[src/hdl/tenyr_pkg.sv]
`default_nettype none

package tenyr_pkg;

    // Bus widths, word addressed
    parameter int addr_width = 32;
    parameter int data_width = 32;

    // Device registers sit just above the largest RAM
    parameter logic [addr_width-1:0] seg7_addr = 32'h0000_0400;
    parameter logic [addr_width-1:0] led_addr  = 32'h0000_0401;

    // Hex digit to active-low segments, bit 6 is g and bit 0 is a
    function automatic logic [6:0] seg7_encode(input logic [3:0] digit);
        logic [6:0] segs;
        case (digit)
            4'h0: segs = 7'h40;
            4'h1: segs = 7'h79;
            4'h2: segs = 7'h24;
            4'h3: segs = 7'h30;
            4'h4: segs = 7'h19;
            4'h5: segs = 7'h12;
            4'h6: segs = 7'h02;
            4'h7: segs = 7'h78;
            4'h8: segs = 7'h00;
            4'h9: segs = 7'h10;
            4'ha: segs = 7'h08;
            4'hb: segs = 7'h03;
            4'hc: segs = 7'h46;
            4'hd: segs = 7'h21;
            4'he: segs = 7'h06;
            default: segs = 7'h0e;
        endcase
        return segs;
    endfunction

endpackage

`default_nettype wire

[src/hdl/seg7_display.sv]
`default_nettype none

module seg7_display #(
    parameter int scan_div = 16
) (
    input  wire         clk,
    input  wire         rst_n,
    input  wire         we,
    input  wire [15:0]  wdata,
    output logic [15:0] value,
    output logic [6:0]  seg,
    output logic [3:0]  an
);

    import tenyr_pkg::*;

    localparam int cnt_bits = (scan_div > 1) ? $clog2(scan_div) : 1;
    localparam logic [cnt_bits-1:0] cnt_last = cnt_bits'(scan_div - 1);

    logic [cnt_bits-1:0] scan_cnt;
    logic [1:0]          digit;
    logic [3:0]          nibble;

    // Displayed value register
    always_ff @(posedge clk or negedge rst_n) begin
        if (!rst_n) begin
            value <= '0;
        end else if (we) begin
            value <= wdata;
        end
    end

    // Scan divider, one digit every scan_div clocks
    always_ff @(posedge clk or negedge rst_n) begin
        if (!rst_n) begin
            scan_cnt <= '0;
        end else if (scan_cnt == cnt_last) begin
            scan_cnt <= '0;
        end else begin
            scan_cnt <= scan_cnt + 1'b1;
        end
    end

    // Digit index, 0 is the least significant nibble
    always_ff @(posedge clk or negedge rst_n) begin
        if (!rst_n) begin
            digit <= 2'd0;
        end else if (scan_cnt == cnt_last) begin
            digit <= digit + 2'd1;
        end
    end

    // Anodes are active low
    always_comb begin
        case (digit)
            2'd0:    an = 4'b1110;
            2'd1:    an = 4'b1101;
            2'd2:    an = 4'b1011;
            default: an = 4'b0111;
        endcase
    end

    assign nibble = value[digit*4 +: 4];
    assign seg    = seg7_encode(nibble);

endmodule

`default_nettype wire

[config.mk]
export PLATFORM = sky130hd
export DESIGN_NAME = seg7_display
export DESIGN_NICKNAME = d
export VERILOG_FILES = /design/src/hdl/tenyr_pkg.sv /design/src/hdl/seg7_display.sv
export SDC_FILE = /design/constraint.sdc
export NUM_CORES = 1
export LEC_CHECK = 0
export BUFFER_PORTS_ARGS = -buffer_cell sky130_fd_sc_hd__buf_2
export CAP_MARGIN = 30
export CORE_ASPECT_RATIO = 0.5
export CORE_UTILIZATION = 29
export CTS_BUF_LIST = sky130_fd_sc_hd__clkbuf_2 sky130_fd_sc_hd__clkbuf_4 sky130_fd_sc_hd__clkbuf_8
export DETAILED_ROUTE_END_ITERATION = 10
export HOLD_SLACK_MARGIN = 0.05
export PLACE_DENSITY = 0.61
export SLEW_MARGIN = 20
export SYNTH_ARGS = -nofsm -noshare
export SYNTH_HDL_FRONTEND = slang
export SYNTH_SLANG_ARGS = --single-unit
[constraint.sdc]
create_clock -name clk -period 2.43 [get_ports clk]
set_input_delay 0.3645 -clock clk [delete_from_list [all_inputs] [get_ports clk]]
set_output_delay 0.3645 -clock clk [all_outputs]
set_load 0.01 [all_outputs]
; ---- Word level (Yosys, flattened, before mapping)
; Memory sizes are Yosys's and may differ from the RTL's.
; Index checks and enable logic that the tools add are counted.
[totals]
output_inout_bits = 27
regBits = 22
mem_bits_ro = 112
mem_count = 1
word_cells = 13
inputBits = 19
[memory_table]
columns = name, words, width, read_ports, rd_clocked_by_memory_dff, write_ports, line_no
row1 = (no name shown), 16, 7, 1, 0, 0, tenyr_pkg.sv:16  ; case (digit)
[op_classes]
shift = 1
mux = 2
addsub = 2
eq_ne = 3
n_reduce_logical = 1
[ops]
columns = cell, count
row1 = variable part select 16 x 5 -> 4 bit, 1
row2 = case mux 4 bit (3 select lines), 1
row3 = "adder 4 x 1 -> 4 bit, second input constant", 1
row4 = "equality test 4 bit, second input constant", 1
row5 = two-way mux 4 bit, 1
row6 = "adder 2 x 1 -> 2 bit, second input constant", 1
row7 = "equality test 2 x 1 -> 1 bit, second input constant", 1
row8 = "equality test 2 bit, second input constant", 1
row9 = logical NOT 2 bit, 1

; ---- Depth between registers and ports, before layout
[depth]
depth_word = 2
depth_mapped = 7
mapped_depth_nobuf = 6

; ---- Worst setup path after synthesis
; No wires, ideal clock.
[synth_timing]
kind = register to output
from = register digit[0]
to = output port seg[3]
slack_ps = 314
required_time_ps = 2066
n_path_buf = 1
path_stages_with_launch = 8
arrival_ps = 1752
cell_sequence = dfrtp_1 buf_6 mux4_2 inv_1 ha_1 inv_1 mux2i_1 mux2i_1
[synth_between]
elab_chain_len = 2
[synth_rtl]
columns = item, line_no
row1 = start: declaration, seg7_display.sv:21  ; logic [1:0] digit;
row2 = start signal: assignment, seg7_display.sv:49  ; digit <= digit + 2'd1;
row3 = variable part select 16 x 5 -> 4 bit, seg7_display.sv:63  ; assign nibble = value[digit*4 +: 4];
row4 = memory (16 x 7 bit), n/a
row5 = end: declaration, seg7_display.sv:11  ; output logic [6:0] seg,
; Every way passes these cells.

; ---- Worst setup path in the final report
[layout_timing]
from = register digit[0]
to = output port seg[1]
; The elaborated chain is that of the path after synthesis.

==> flow_summary_export.csv <==
group,metric,value,unit
run_status,outcome,"complete, no violations",
clock_tree,clk_path_buf_depth,2,
die,die-width,96.3,µm
placed_design,portBuffers,45,
yosys,syn_inst,102,
critical_path,crit_required,2.07,ns
routing,vias,950,
timing,max-slew-margin-rel,0.672,
yosys,yosys.cell_types.count,24,
global_routing,grt_pass1_wl,4530,µm
die,die_area,0.00474,mm²
critical_path,crit_fanout,5,
clock_tree,ctsHoldBuffers,0,
timing,setup_violations,0,
die,core-area,0.00408,mm²
cells_and_area,fillCellCount,396,
timing,fin_ws,0.0154,ns
clock_tree,root_buffer,"clkbuf_8",
routing,via_per_inst,4.52,
placed_design,dp_slack,0.140,ns
clock_tree,cts_buffers,3,
die,start_util,0.316,
flow_run,maxCapViolCount,0,
pwr,leakagePower,0.839,nW
routing,first_pass_iters,4,
routing,wl_met2,1340,µm
critical_path,cp-end-kind,"output pin",
clock_tree,tritoncts,"done",
critical_path,r2r_slack,1.13,ns
yosys,ys_warn_count,0,
die,placementRows,16,
yosys,synth_ff_type,"dfrtp_1",
critical_path,path_class,"flip-flop to output pin",
routing,drt-total-wl,2750,µm
cells_and_area,design_area,0.00171,mm²
die,ios,46,
yosys,syn_nets,132,
timing,fin_tns_setup,0,ns
placed_design,place_hpwl,2030,µm
timing,grt_setup_unrepaired,"true",
timing,max_freq,414,MHz
critical_path,worst_setup_path_start_kind,"flip-flop",
cells_and_area,final_common_cell,"buf_2",
pwr,ir_worst_vdd,0.221,mV
cells_and_area,drive_gt1_frac,0.577,
critical_path,crit_start,"digit[0]",
timing,worstMarginPinSlew,0.491,ns
timing,hold-worst-slack,0.0491,ns
routing,drtAntennaViolNets,0,
placed_design,post-place-cells,198,
routing,drc,0,
global_routing,grt_max_degree,23,
routing,wl_met1,1270,µm
clock_tree,clk_pin_slew_worst_paths,0.08,ns
clock_tree,clock-sinks,22,
yosys,synth_area,0.00129,mm²
pwr,power_density,593,mW/mm²
critical_path,reg2regPathDepth,4,
clock_tree,htree_levels,1,
yosys,synth_edf_count,0,
die,fp.dieH,49.2,µm
critical_path,rr_startpoint,"digit[0]",
placed_design,postPlaceCellArea,0.00156,mm²
cells_and_area,layout_common_cells,"buf_2, dfrtp_1, mux2_2, inv_1",
global_routing,overflow,0,
routing,wl_met3,83,µm
critical_path,crit_arrival,2.05,ns
critical_path,endpoint,"seg[1]",
yosys,synth-seq-cells,22,
global_routing,grt_use_total,0.130,
yosys,syn_avg_cell_area,12.6,µm²
global_routing,grt_pass1_vias,951,
cells_and_area,stdcell_count,210,
worst_hold_path,worstHoldPathType,"input port to async pin",
timing,min_period_over_period,0.994,
critical_path,r2r_end,"digit[1]",
timing,maxSlewViolCount,0,
cells_and_area,diodes,0,
routing,drt-wirelength-per-cell,13.1,µm
cells_and_area,postLayoutCoreUtil,0.419,
cells_and_area,syn2layout_area_growth,32.7,%
placed_design,gp_congestion,0.800,
timing,layout_min_cycle_time,2.41,ns
yosys,synth.yosys.seq_area_share,0.427,
cells_and_area,fin_nets,187,
timing,fin_skew,0.00176,ns
routing,top_layer_used,"met4",
routing,drt_iter0_markers,34,
yosys,synth_async_sr_flop_share,1.00,
timing,hold_violations,0,
pwr,finalPower,1.02,mW
clock_tree,clock_latency,0.27,ns
global_routing,antenna_found_initial,0,
[synth_stat cells (2+ instances only)]
library cell | n | share of area
buf_6 | 3 | 0.026
dfrtp_1 | 22 | 0.43
ha_1 | 11 | 0.11
inv_1 | 13 | 0.038
mux2_1 | 2 | 0.017
mux2_2 | 17 | 0.15
mux2i_1 | 4 | 0.031
mux4_2 | 3 | 0.052
nand3_1 | 5 | 0.019
nor3b_1 | 3 | 0.017
o21ai_0 | 3 | 0.012
o21ai_1 | 3 | 0.012
xnor2_1 | 2 | 0.014
[worst max-delay path, stage by stage (launching register included)]
cell and delay (ns):
dfrtp_2 0.44, mux4_2 0.58, inv_2 0.11, ha_1 0.24, inv_2 0.07, nor3b_2 0.04
a21o_1 0.17, buf_6 0.12
[layout make-up]
type | instances | area [µm²] | share of cell area
Tap cell | 54 | 67.6 | 0.0395
Clock buffer | 3 | 41.3 | 0.0241
Inverter | 13 | 48.8 | 0.0285
Timing Repair Buffer | 55 | 314 | 0.183
Multi-Input combinational cell | 62 | 658 | 0.385
Sequential cell | 22 | 552 | 0.322
Clock inverter | 1 | 30.0 | 0.0175
[flip-flops by register name (all words and copies together), names as in the netlist]
name / cells
digit: 2
value: 16
scan_cnt: 4
[power by group]
part | leakage [nW] | internal (mW) | switching (mW)
Sequential | 0.256 | 0.393 | 0.0206
Combinational | 0.547 | 0.135 | 0.121
Clock | 0.0357 | 0.220 | 0.125
Total | 0.839 | 0.748 | 0.267
[worst min path at each step]
stage / from / to / slack, ns / cells past startpoint
final: rst_n / value[8] / 0.05 / 1
after global routing: rst_n / value[9] / 0.09 / 1
after CTS: rst_n / value[8] / 0.06 / 1
after detailed placement: rst_n / value[8] / 0.36 / 1
after global placement: rst_n / value[8] / 0.35 / 1
after floorplan: rst_n / digit[0] / 0.07 / 0
[kinds of logic (layout without fill, tap and decap cells)]
family,Yosys count,in the layout,synth area share
muxes,28,28,0.281
DFF,22,22,0.427
buffers and inverters,18,72,0.0698
adders and majority gates,11,11,0.107
AOI/OAI and AO/OA,10,10,0.0475
and+or+nand+nor,10,10,0.0475
xor gates and xnor gates,3,3,0.0204
[metal layers]
layer,vias to the layer above,GRT usage
met5,-,0
met4,0,0.0588
met3,5,0.0327
met2,15,0.213
met1,472,0.161
li1,458,-
[what timing repair did]
action                     CTS  global route
setup endpoints to repair    7             7
resized for setup            4             9
setup buffers                5             3
Note: power is estimated with default switching activity, not from simulation.
