`config.mk`:
```
export PLATFORM = sky130hd
export DESIGN_NAME = io_fabric
export DESIGN_NICKNAME = d
export VERILOG_FILES = /design/src/hdl/tenyr_pkg.sv /design/src/hdl/io_fabric.sv
export SDC_FILE = /design/constraint.sdc
export NUM_CORES = 1
export LEC_CHECK = 0
export ABC_AREA = 1
export BUFFER_PORTS_ARGS = -buffer_cell sky130_fd_sc_hd__buf_2
export CELL_PAD_IN_SITES_DETAIL_PLACEMENT = 1
export CELL_PAD_IN_SITES_GLOBAL_PLACEMENT = 1
export CORE_ASPECT_RATIO = 1.5
export CORE_MARGIN = 2
export CORE_UTILIZATION = 18
export DETAILED_ROUTE_END_ITERATION = 8
export GPL_TIMING_DRIVEN = 0
export PLACE_DENSITY_LB_ADDON = 0.1
export SETUP_SLACK_MARGIN = 0.1
export SLEW_MARGIN = 20
export SYNTH_ARGS = -nofsm -noshare
export SYNTH_HDL_FRONTEND = slang
export SYNTH_SLANG_ARGS = --single-unit
export TNS_END_PERCENT = 20
```
`constraint.sdc`:
```
create_clock -name clk -period 1.9 [get_ports clk]
set_clock_uncertainty 0.2 [all_clocks]
set_input_delay 0 -clock clk [delete_from_list [all_inputs] [get_ports clk]]
set_output_delay 0 -clock clk [all_outputs]
set_load 0.05 [all_outputs]
```
`src/hdl/tenyr_pkg.sv`:
```
`default_nettype none

package tenyr_pkg;

    // Bus widths, word addressed
    parameter int addr_width = 32;
    parameter int data_width = 32;

    // Device registers sit just above the largest RAM
    parameter logic [addr_width-1:0] seg7_addr = 32'h0000_0400;
    parameter logic [addr_width-1:0] led_addr  = 32'h0000_0401;

    // Hex digit to active-low segments, bit 6 is g and bit 0 is a
    function automatic logic [6:0] seg7_encode(input logic [3:0] digit);
        logic [6:0] segs;
        case (digit)
            4'h0: segs = 7'h40;
            4'h1: segs = 7'h79;
            4'h2: segs = 7'h24;
            4'h3: segs = 7'h30;
            4'h4: segs = 7'h19;
            4'h5: segs = 7'h12;
            4'h6: segs = 7'h02;
            4'h7: segs = 7'h78;
            4'h8: segs = 7'h00;
            4'h9: segs = 7'h10;
            4'ha: segs = 7'h08;
            4'hb: segs = 7'h03;
            4'hc: segs = 7'h46;
            4'hd: segs = 7'h21;
            4'he: segs = 7'h06;
            default: segs = 7'h0e;
        endcase
        return segs;
    endfunction

endpackage

`default_nettype wire

```
`src/hdl/io_fabric.sv`:
```
`default_nettype none

module io_fabric #(
    parameter int ram_words = 1024
) (
    input  wire                             clk,
    input  wire                             rst_n,
    input  wire                             halt,
    input  wire [tenyr_pkg::addr_width-1:0] paddr,
    input  wire                             psel,
    input  wire                             penable,
    input  wire                             pwrite,
    input  wire [tenyr_pkg::data_width-1:0] pwdata,
    output logic [tenyr_pkg::data_width-1:0] prdata,
    output logic                            pready,
    output logic                            pslverr,
    output logic                            ram_en,
    output logic                            ram_we,
    output logic [tenyr_pkg::addr_width-1:0] ram_addr,
    output logic [tenyr_pkg::data_width-1:0] ram_wdata,
    input  wire [tenyr_pkg::data_width-1:0] ram_rdata,
    output logic                            disp_we,
    output logic [15:0]                     disp_wdata,
    input  wire [15:0]                      disp_value,
    output logic [7:0]                      led
);

    import tenyr_pkg::*;

    typedef enum logic [1:0] {tgt_ram, tgt_disp, tgt_led, tgt_none} target_t;
    typedef enum logic {acc_first, acc_second} acc_state_t;

    target_t    target;
    acc_state_t state;
    logic       access;
    logic [6:0] led_bits;

    assign access = psel && penable;

    // Address decode
    always_comb begin
        if (paddr < ram_words) begin
            target = tgt_ram;
        end else if (paddr == seg7_addr) begin
            target = tgt_disp;
        end else if (paddr == led_addr) begin
            target = tgt_led;
        end else begin
            target = tgt_none;
        end
    end

    // Halt drops back to the first access cycle, so the access restarts afterwards
    always_ff @(posedge clk or negedge rst_n) begin
        if (!rst_n) begin
            state <= acc_first;
        end else if (halt || !access) begin
            state <= acc_first;
        end else if (state == acc_first) begin
            state <= acc_second;
        end else begin
            state <= acc_first;
        end
    end

    assign pready  = access && !halt && (state == acc_second);
    assign pslverr = pready && (target == tgt_none);

    // RAM access is issued in the first access cycle
    assign ram_en    = access && !halt && (state == acc_first) && (target == tgt_ram);
    assign ram_we    = ram_en && pwrite;
    assign ram_addr  = paddr;
    assign ram_wdata = pwdata;

    assign disp_we    = pready && pwrite && (target == tgt_disp);
    assign disp_wdata = pwdata[15:0];

    always_ff @(posedge clk or negedge rst_n) begin
        if (!rst_n) begin
            led_bits <= '0;
        end else if (pready && pwrite && (target == tgt_led)) begin
            led_bits <= pwdata[6:0];
        end
    end

    // Top LED mirrors the halt input
    assign led = {halt, led_bits};

    // Read data mux, zero unless a read completes
    always_comb begin
        prdata = '0;
        if (pready && !pwrite) begin
            case (target)
                tgt_ram:  prdata = ram_rdata;
                tgt_disp: prdata = {{(data_width-16){1'b0}}, disp_value};
                tgt_led:  prdata = {{(data_width-8){1'b0}}, led};
                default:  prdata = '0;
            endcase
        end
    end

    // A waiting access is held by the requester until it completes
    a_access_held: assert property (@(posedge clk) disable iff (!rst_n)
        (access && !pready) |=> (access && $stable(paddr) && $stable(pwrite)
                                 && $stable(pwdata)));

    // The access phase is entered only from the setup phase
    a_setup_first: assert property (@(posedge clk) disable iff (!rst_n)
        (access && !$past(access)) |-> $past(psel && !penable));

endmodule

`default_nettype wire

```
Word-level counts from Yosys, hierarchy flattened
Cells that the tools add are included.
W data, S select, Z words.
{ "word_totals": {"input_bits": 118, "reg_bits": 8, "wordCells": 32, "output_inout_bits": 125} }
{ "classes": {"n_bitwise": 1, "n_lt_le_gt_ge": 1, "n_mux": 7, "eq_ne": 5, "n_reduce_logical": 16} }
{ "ops": {"columns": ["cell", "n"], "rows": [
  ["$pmux W32 S3", 1],
  ["$eq A32 B11 Y1 const B", 2],
  ["$lt A32 B11 Y1 const B", 1],
  ["$mux W32", 1],
  ["$logic_and A1 B1 Y1", 11],
  ["$eq A2 B2 Y1 const B", 2],
  ["$mux W2", 2],
  ["$logic_not A1 Y1", 3],
  ["$mux W1", 3],
  ["$eq A2 B1 Y1 const B", 1],
  ["$logic_not A2 Y1", 1],
  ["$logic_or A1 B1 Y1", 1],
  ["$not A1 Y1", 1]
]} }

Longest topological paths before layout
Gate-level depths: netlist of run 1.
{ "depth": {"ltp_word": 7, "depth_mapped": 10, "mapped_depth_nobuf": 9} }

Worst setup path after synthesis of run 1
OpenSTA, ideal clock, no wires.
{ "synth_path": {"kind": "input port to output port", "start": "input paddr[11] in the netlist's numbering", "end": "output ram_we", "setup_slack_ps": -448, "path_stages": 4, "required_time_ps": 1700, "arrival_time_ps": 2148, "path_cell_list": "or2_1 nor3_4 nand3_4 nor4_1"} }
{ "synth_via": {"elab_chain_len": 7, "word_cells_on_any_way": 9} }
{ "synth_rtl": {"columns": ["element", "line", "source"], "rows": [
  ["start, declared", "io_fabric.sv:9", "input wire [tenyr_pkg::addr_width-1:0] paddr,"],
  ["parallel branches: the longest is 3 deep, another holds $lt A32 B11 Y1", null, null],
  ["$mux W2 (*)", "io_fabric.sv:42", "if (paddr < ram_words) begin"],
  ["$logic_not A2 Y1 (*)", "io_fabric.sv:70", "assign ram_en = access && !halt && (state == acc_first) && (target == tgt_ram);"],
  ["$logic_and A1 B1 Y1 (*)", "io_fabric.sv:70", null],
  ["$logic_and A1 B1 Y1 (*)", "io_fabric.sv:71", "assign ram_we = ram_en && pwrite;"],
  ["end, declared", "io_fabric.sv:18", "output logic ram_we,"]
]} }
Mark *: on every way between the ends.

Worst setup path after layout of run 1
{ "layout_path": {"start": "register state", "end": "output prdata[28] in the netlist's numbering"} }
{ "layout_via": {"elab_chain_len": 3} }
{ "layout_rtl": {"columns": ["element", "line", "source"], "rows": [
  ["start, declared", "io_fabric.sv:34", "acc_state_t state;"],
  ["start signal, assigned", "io_fabric.sv:56", "state <= acc_first;"],
  ["start signal, assigned", "io_fabric.sv:58", "state <= acc_first;"],
  ["start signal, assigned", "io_fabric.sv:60", "state <= acc_second;"],
  ["$logic_and A1 B1 Y1", "io_fabric.sv:66", "assign pready = access && !halt && (state == acc_second);"],
  ["$logic_and A1 B1 Y1", "io_fabric.sv:92", "if (pready && !pwrite) begin"],
  ["$mux W32", "io_fabric.sv:92", null],
  ["end, declared", "io_fabric.sv:14", "output logic [tenyr_pkg::data_width-1:0] prdata,"]
]} }
Every way passes these cells.

==> results of run 1 <==
## per-stage QoR
| stage | hold slack (ns) | cell area [um2] |
|---|---|---|
| 2_1_floorplan | -0.496 | 1880 |
| 3_3_place_gp | -0.339 | 3110 |
| 3_5_place_dp | -0.341 | 3110 |
| 4_1_cts | 0.103 | 3420 |
| 5_1_grt | 0.105 | 3530 |
| 6_report | 0.0729 | 3530 |
## what timing repair did
item / 4_1_cts / 5_1_grt
pin swaps: 3 / 5
setup buffers: 5 / 5
endpoints found under the hold margin: 16 / 0
endpoints found under the setup margin: 33 / 39
hold buffers: 10 / 0
gates resized for setup: 31 / 32
## critical path: cells and delay by family (launching register included)
kind	cells	cell delay [ns]
and+or+nand+nor	4	0.43
DFF	1	0.42
buffers and inverters	2	0.47
## cell usage in the layout, fill, tap and decap left out
master | Yosys | layout
or2_1 | 1 | 1
nor3_2 | 0 | 1
nand2_2 | 0 | 1
buf_2 | 4 | 191
buf_12 | 0 | 1
buf_1 | 2 | 1
dlygate4sd3_1 | 0 | 10
nand3_4 | 1 | 2
inv_1 | 55 | 55
nor3_4 | 1 | 1
nand4_1 | 1 | 1
nand2_4 | 1 | 2
nor2_2 | 2 | 6
clkbuf_4 | 0 | 10
nand2_1 | 62 | 60
clkbuf_16 | 0 | 3
nand3_1 | 35 | 35
buf_4 | 81 | 104
nor4_2 | 0 | 1
dfrtp_1 | 8 | 8
clkbuf_2 | 0 | 1
nor3_1 | 3 | 2
nor2_1 | 66 | 59
buf_6 | 1 | 9
o21ai_0 | 7 | 7
nor2_4 | 1 | 4
## cell families (layout without fill, tap and decap cells)
family	Yosys count	after routing
buf+inv	145	385
compound gates	7	7
simple gates	176	176
flops	8	8
## layout make-up
class	count	share of cell area, %
repair buffers	237	38.8
flip-flops and latches	8	5.66
plain buffers	90	19.0
well taps	117	4.14
multi-input cells	183	24.5
inverters	55	5.84
clock buffers	3	2.12
## power by group
group | switching, uW | internal, uW
clock | 82.4 | 271
combinational | 453 | 256
sequential | 1.27 | 172
total | 537 | 700
## sequential cells by signal, summed over array words and instances, names as in the netlist
signal / count
state: 1
led_bits: 7
## metal layers
| metal | track usage (%) | vias up | share of wire (%) |
|---|---|---|---|
| met5 | 0 | - | 0 |
| met4 | 1.90 | 0 | 0.29 |
| met3 | 2.31 | 2 | 8.8 |
| met2 | 29.7 | 136 | 57 |
| met1 | 14.5 | 1248 | 34 |
| li1 | - | 1398 | - |
## final timing paths
kind / from / to / slack, ns / cells past startpoint
worst min register to register: led_bits[0] / led_bits[0] / 0.30 / 2
worst max-delay path: state / prdata[28] / 0.14 / 6
worst max register to register: state / led_bits[2] / 0.34 / 7
worst min-delay path: pwrite / led_bits[0] / 0.07 / 5
min in group asynchronous: rst_n / led_bits[5] / 0.55 / 3
max in group asynchronous: rst_n / led_bits[6] / 0.67 / 3
## cell usage after synthesis
cell and instances:
or2_1 1, buf_1 2, nor2_2 2, nand2_4 1, nand3_4 1, nor2_1 66, buf_4 81, nand4_1 1
dfrtp_1 8, nor3_1 3, inv_1 55, nand3_2 1, nand2_1 62, buf_6 1, nor2_4 1, o21ai_0 7
nand3_1 35, buf_2 4, nor3_4 1, clkbuf_1 2, nor4_1 1
==> impl_metrics.env, run 1 <==
export IMPL_synth_compound_area_share_pct=1.88
export IMPL_finalHoldViolCount=0
export IMPL_wl_um=8760
export IMPL_drt_pass1_iter_count=4
export IMPL_fin_setup_tns_ns=0
export IMPL_coreArea_mm2=0.0101
export IMPL_period_share_pct=92.6
export IMPL_num_vias=2784
export IMPL_rsz0062_at_grt="yes"
export IMPL_slowest_stage="dfrtp_1"
export IMPL_drive_gt1_share_pct=58.5
export IMPL_synth_top_family_by_area="buffers and inverters"
export IMPL_wl_per_cell_um=12.6
export IMPL_cp_max_fo=10
export IMPL_die_h_um=129
export IMPL_finish_net_count=696
export IMPL_place_gp_congestion=0.701
export IMPL_numCtsBuffers=3
export IMPL_avgSynthCellArea_um2=5.55
export IMPL_drtIter0Drc=31
export IMPL_track_usage_pct=14.2
export IMPL_finalNonFillerCells=693
export IMPL_io_buffer_count=217
export IMPL_post_route_util_pct=35.1
export IMPL_setup_viol=0
export IMPL_required_ns=1.70
export IMPL_ir_drop_mv=0.469
export IMPL_grt_pass1_vias=2765
export IMPL_ant_nets=0
export IMPL_finalMaxSlewViolations=0
export IMPL_initial_core_util_pct=18.5
export IMPL_grt_max_degree=11
export IMPL_place_ws_ns=-0.336
export IMPL_yosys_register_bits=8
export IMPL_finalCriticalPeriod_ns=1.76
export IMPL_worst_slew_pin_slew_ns=0.431
export IMPL_cts_tree="yes"
export IMPL_max_slew_margin_rel_pct=71.2
export IMPL_outcome="finished, final reports clean"
export IMPL_critPathMaxStageDelay_ns=0.42
export IMPL_diodes=0
export IMPL_synthAdderAreaFrac_pct=0
export IMPL_finalPower_uw=1240
export IMPL_drc=0
export IMPL_path_clk_slew_ns=0.04
export IMPL_cp_start_kind="flip-flop"
export IMPL_synth_top_area_share_pct=32.6
export IMPL_ys_types=21
export IMPL_chipWidth_um=87.1
export IMPL_dieArea_mm2=0.0112
export IMPL_clock_path_buffers=2
export IMPL_fp_row_count=45
export IMPL_fill_cells=1400
export IMPL_syn_nets=454
export IMPL_antenna_found_initial=0
export IMPL_leakage_uw=0.00211
export IMPL_synth_simple_area_share_pct=41.2
export IMPL_root_buffer="clkbuf_16"
export IMPL_area_growth_pct=89.6
export IMPL_io_pins=243
export IMPL_arrival_ns=1.56
export IMPL_grt_pass1_wl_um=12900
export IMPL_avgViaCountPerCell=4.02
export IMPL_clkLatencyLatePin_ns=0.23
export IMPL_cap_viol_max_count=0
export IMPL_cts_sinks=8
export IMPL_synth_cells=336
export IMPL_gr_total_overflow=0
export IMPL_synth_area_mm2=0.00186
export IMPL_worstPathCellList="nand2_2 -> nor2_4 -> buf_4 -> nand2_1 -> nor2_1 -> buf_2"
export IMPL_yosysWarnings=0
export IMPL_yosysSeqAreaShare_pct=10.7
export IMPL_multiInputGateArea_um2=865
export IMPL_synthTopCellsByArea="buf_4 33%, nor2_1 13%, nand2_1 12%"
export IMPL_max_freq_mhz=568
export IMPL_htree_levels=1
export IMPL_end_kind="output port"
export IMPL_dpl_cell_count=670
export IMPL_sequential_cell_area_um2=200
export IMPL_synth_xor_area_share_pct=0
export IMPL_yosys_area_top_type="buf_4"
export IMPL_synth_mux_area_share_pct=0
export IMPL_crit_type="reg -> out"
export IMPL_layout_setup_ws_ns=0.140
export IMPL_hold_class="in -> reg"
export IMPL_power_density_mw_per_mm2=350
export IMPL_dp_hpwl_um=7550
(Power assumes the default switching activity.)
==> run 2, diff against run 1 <==
- GPL_TIMING_DRIVEN: 0 -> not set
==> impl_metrics.env, run 2 (same netlist as run 1, synthesis figures left out) <==
export IMPL_outcome="finished, final reports clean"
export IMPL_cp_max_fo=16
export IMPL_finalMaxSlewViolations=0
export IMPL_worstPathCellList="nand2_1 -> nor2_2 -> buf_4 -> nand2_8 -> nor2_1 -> clkbuf_4"
export IMPL_dp_hpwl_um=6190
export IMPL_coreArea_mm2=0.0101
export IMPL_avgViaCountPerCell=4.09
export IMPL_place_gp_congestion=0.692
export IMPL_period_share_pct=89.4
export IMPL_finish_net_count=596
export IMPL_area_growth_pct=58.5
export IMPL_reg2reg_to="led_bits[3]"
export IMPL_place_ws_ns=0.0948
export IMPL_io_buffer_count=183
export IMPL_root_buffer="clkbuf_16"
export IMPL_worst_slew_pin_slew_ns=1.00
export IMPL_power_density_mw_per_mm2=379
export IMPL_max_freq_mhz=588
export IMPL_finalPower_uw=1120
export IMPL_wl_um=7680
export IMPL_drc=0
export IMPL_htree_levels=1
export IMPL_drive_gt1_share_pct=44.5
export IMPL_ff2ff_path_depth=6
export IMPL_multiInputGateArea_um2=843
export IMPL_wl_per_cell_um=12.9
export IMPL_largest_reg_flops=7
export IMPL_num_vias=2427
export IMPL_min_path_cells=4
export IMPL_finalHoldViolCount=0
export IMPL_setup_viol=0
export IMPL_finalNonFillerCells=593
export IMPL_post_route_util_pct=29.3
export IMPL_mostFrequentLayoutCell="buf_2"
export IMPL_rrSetupSlack_ns=0.53
export IMPL_leakage_uw=0.00162
export IMPL_track_usage_pct=12.4
export IMPL_cts_tree="yes"
export IMPL_drtIter0Drc=35
export IMPL_worstHoldEndpoint="led_bits[0]"
export IMPL_finalCriticalPeriod_ns=1.70
export IMPL_diodes=0
export IMPL_crit_type="reg -> out"
export IMPL_grt_pass1_vias=2340
export IMPL_hp_start="pwrite"
export IMPL_slowest_stage="dfrtp_1"
export IMPL_fp_row_count=45
export IMPL_critPathMaxStageDelay_ns=0.36
export IMPL_final_cell_mix="158 x buf_2, 62 x nand2_1, 58 x nor2_1, 55 x inv_1"
export IMPL_grt_pass1_wl_um=11100
export IMPL_cap_viol_max_count=0
export IMPL_initial_core_util_pct=18.5
export IMPL_fill_cells=1334
export IMPL_clock_path_buffers=2
export IMPL_rsz0062_at_grt="no"
export IMPL_dpl_cell_count=554
export IMPL_clkLatencyLatePin_ns=0.23
export IMPL_hold_class="in -> reg"
export IMPL_io_pins=243
export IMPL_dieArea_mm2=0.0112
export IMPL_sequential_cell_area_um2=200
export IMPL_grt_max_degree=34
export IMPL_gr_total_overflow=0
export IMPL_layout_setup_ws_ns=0.201
export IMPL_max_slew_margin_rel_pct=33.1
export IMPL_fin_setup_tns_ns=0
export IMPL_ir_drop_mv=0.354
export IMPL_reg_top3="led_bits x7, state x1"
export IMPL_numCtsBuffers=3
export IMPL_chipWidth_um=87.1
export IMPL_antenna_found_initial=0
export IMPL_cp_start_kind="flip-flop"
export IMPL_drt_pass1_iter_count=4
export IMPL_ant_nets=0
export IMPL_largest_register="led_bits"
export IMPL_r2r_start="state"
export IMPL_path_clk_slew_ns=0.04
export IMPL_end_kind="output port"
export IMPL_cts_sinks=8
export IMPL_arrival_ns=1.50
export IMPL_die_h_um=129
export IMPL_required_ns=1.70
## run 2: changes by cell type in the layout (fill, tap and decap cells not counted), sizes merged
cell / delta
buf: -120
dlygate4sd3: +25
clkbuf: -5
## run 2: metrics by stage
stage / instance area [um2] / hold WS (ns)
after floorplan: 1880 / -0.496
after global placement: 2400 / -0.335
after detailed placement: 2400 / -0.336
after CTS: 2840 / 0.105
after global routing: 2960 / 0.109
final: 2960 / 0.0990
## run 2: area by class of cell
type | count | area share [%]
timing repair buffer | 227 | 50.2
multi-input combinational | 183 | 28.5
inverter | 55 | 6.99
sequential | 8 | 6.77
tap | 117 | 4.95
clock buffer | 3 | 2.54
## run 2: where the power goes
| group | internal (uW) | switching [uW] | leakage [uW] | total (uW) |
|---|---|---|---|---|
| logic | 164 | 428 | 0.00147 | 592 |
| clock network | 271 | 83.8 | 0.0000370 | 355 |
| registers | 172 | 0.644 | 0.000111 | 173 |
| total | 608 | 512 | 0.00162 | 1120 |
## run 2: worst max-delay path by stage
| stage | from | endpoint | slack (ns) | cells after the start |
|---|---|---|---|---|
| finish | state | prdata[14] | 0.20 | 6 |
| global route | state | prdata[7] | 0.11 | 6 |
| CTS | state | prdata[10] | 0.06 | 6 |
| detailed placement | paddr[16] | prdata[7] | 0.09 | 12 |
| global placement | paddr[16] | prdata[10] | 0.13 | 12 |
| floorplan | state | prdata[21] | -0.006 | 5 |
## run 2: layer usage
layer	GRT usage [%]	wire (um)	share of wire [%]	up-vias
met2	25.6	4290	56	143
met5	0	0	0	-
met3	1.54	617	8.0	7
li1	-	-	-	1200
met1	12.6	2680	35	1077
met4	2.90	85	1.1	0
## run 2: worst max-delay path: cells and delay by family, from the launching register on
kind / cells / cell delay, ns
DFF: 1 / 0.36
buffers and inverters: 2 / 0.40
and+or+nand+nor: 4 / 0.51
## run 2: repair_timing
| item | CTS | global route |
|---|---|---|
| setup buffers | 0 | 1 |
| setup endpoints to repair | 18 | 32 |
| hold buffers | 35 | 0 |
| endpoints found under the hold margin | 50 | 0 |
| gates resized for setup | 3 | 50 |
==> run 3, diff against run 2 <==
- HOLD_SLACK_MARGIN: not set -> 0.12
==> impl_metrics.env, run 3 (same netlist as run 1, synthesis figures left out) <==
export IMPL_finalMaxSlewViolations=0
export IMPL_area_growth_pct=74.4
export IMPL_hp_start="halt"
export IMPL_fin_setup_tns_ns=0
export IMPL_leakage_uw=0.00174
export IMPL_largest_register="led_bits"
export IMPL_hold_class="in -> out"
export IMPL_rsz0062_at_grt="no"
export IMPL_r2r_start="state"
export IMPL_io_pins=243
export IMPL_clkLatencyLatePin_ns=0.23
export IMPL_mostFrequentLayoutCell="buf_2"
export IMPL_dpl_cell_count=554
export IMPL_critical_path_startpoint="state"
export IMPL_power_density_mw_per_mm2=360
export IMPL_worst_slew_pin_slew_ns=0.996
export IMPL_htree_levels=1
export IMPL_drc=0
export IMPL_avgViaCountPerCell=4.11
export IMPL_grt_pass1_wl_um=11800
export IMPL_max_freq_mhz=588
export IMPL_reg2reg_to="led_bits[3]"
export IMPL_die_h_um=129
export IMPL_cts_sinks=8
export IMPL_drt_pass1_iter_count=4
export IMPL_arrival_ns=1.50
export IMPL_max_slew_margin_rel_pct=33.4
export IMPL_drtIter0Drc=47
export IMPL_worstHoldEndpoint="led[7]"
export IMPL_outcome="finished, final reports clean"
export IMPL_post_route_util_pct=32.3
export IMPL_finalPower_uw=1170
export IMPL_numCtsBuffers=3
export IMPL_diodes=0
export IMPL_grt_max_degree=34
export IMPL_cts_tree="yes"
export IMPL_cap_viol_max_count=0
export IMPL_finalCriticalPeriod_ns=1.70
export IMPL_cp_start_kind="flip-flop"
export IMPL_coreArea_mm2=0.0101
export IMPL_cp_max_fo=16
export IMPL_setup_viol=0
export IMPL_rrSetupSlack_ns=0.53
export IMPL_finalNonFillerCells=623
export IMPL_fp_row_count=45
export IMPL_antenna_found_initial=0
export IMPL_drive_gt1_share_pct=41.9
export IMPL_period_share_pct=89.4
export IMPL_reg_top3="led_bits x7, state x1"
export IMPL_largest_reg_flops=7
export IMPL_place_gp_congestion=0.692
export IMPL_io_buffer_count=183
export IMPL_required_ns=1.70
export IMPL_chipWidth_um=87.1
export IMPL_num_vias=2558
export IMPL_wl_um=8100
export IMPL_finish_net_count=626
export IMPL_min_path_cells=2
export IMPL_end_kind="output port"
export IMPL_track_usage_pct=13.2
export IMPL_ir_drop_mv=0.354
export IMPL_initial_core_util_pct=18.5
export IMPL_ant_nets=0
export IMPL_root_buffer="clkbuf_16"
export IMPL_finalHoldViolCount=0
export IMPL_ff2ff_path_depth=6
export IMPL_path_clk_slew_ns=0.04
export IMPL_dp_hpwl_um=6190
export IMPL_clock_path_buffers=2
export IMPL_gr_total_overflow=0
export IMPL_dieArea_mm2=0.0112
export IMPL_wl_per_cell_um=13.0
export IMPL_holdWs_ns=0.119
export IMPL_grt_pass1_vias=2488
export IMPL_crit_type="reg -> out"
export IMPL_final_cell_mix="160 x buf_2, 65 x dlygate4sd3_1, 62 x nand2_1, 58 x nor2_1, 55 x inv_1"
run 3: cell types whose count changed in the layout (fill, tap and decap cells not counted), sizes merged:
cell,change
dlygate4sd3,+30
buf,+2
clkbuf,-2
run 3: power breakdown:
part / switching (uW) / internal [uW] / leakage, uW / total, uW
Clock: 83.8 / 271 / 0.0000370 / 355
Sequential: 0.644 / 172 / 0.000111 / 173
Combinational: 438 / 204 / 0.00160 / 643
run 3: worst max-delay path by stage:
stage	to	cells past startpoint	slack [ns]
floorplan	prdata[21]	5	-0.006
global placement	prdata[10]	12	0.13
detailed placement	prdata[7]	12	0.09
CTS	prdata[10]	6	0.06
global route	prdata[7]	12	0.10
finish	prdata[14]	6	0.20
run 3: repair_timing:
item / 4_1_cts / 5_1_grt
hold endpoints to repair: 91 / 0
setup endpoints to repair: 18 / 32
hold buffers: 65 / 0
resized for setup: 3 / 48
buffers inserted: 0 / 1
run 3: metrics by stage:
stage               cell area (um2)  setup WS [ns]
global route                   3250          0.102
global placement               2400          0.130
detailed placement             2400         0.0948
finish                         3250          0.201
CTS                            3140         0.0574
floorplan                      1880       -0.00550
run 3: per-layer routing:
layer	up-vias	track usage, %	part of all wire [%]
met4	0	3.08	1.0
met3	7	1.73	7.9
met1	1148	13.3	34
met5	-	0	0
met2	143	27.4	57
li1	1260	-	-
run 3: worst max-delay path: stages, from the launching register on:
cell	delay (ns)
dfrtp_1	0.36
nand2_1	0.12
nor2_2	0.15
buf_4	0.16
nand2_8	0.12
nor2_1	0.12
clkbuf_4	0.24
run 3: area by class of cell:
type | instances | area (um2)
fill | 1337 | 6830
timing repair buffer | 257 | 1780
multi-input combinational | 183 | 843
inverter | 55 | 206
sequential | 8 | 200
tap | 117 | 146
clock buffer | 3 | 75.1
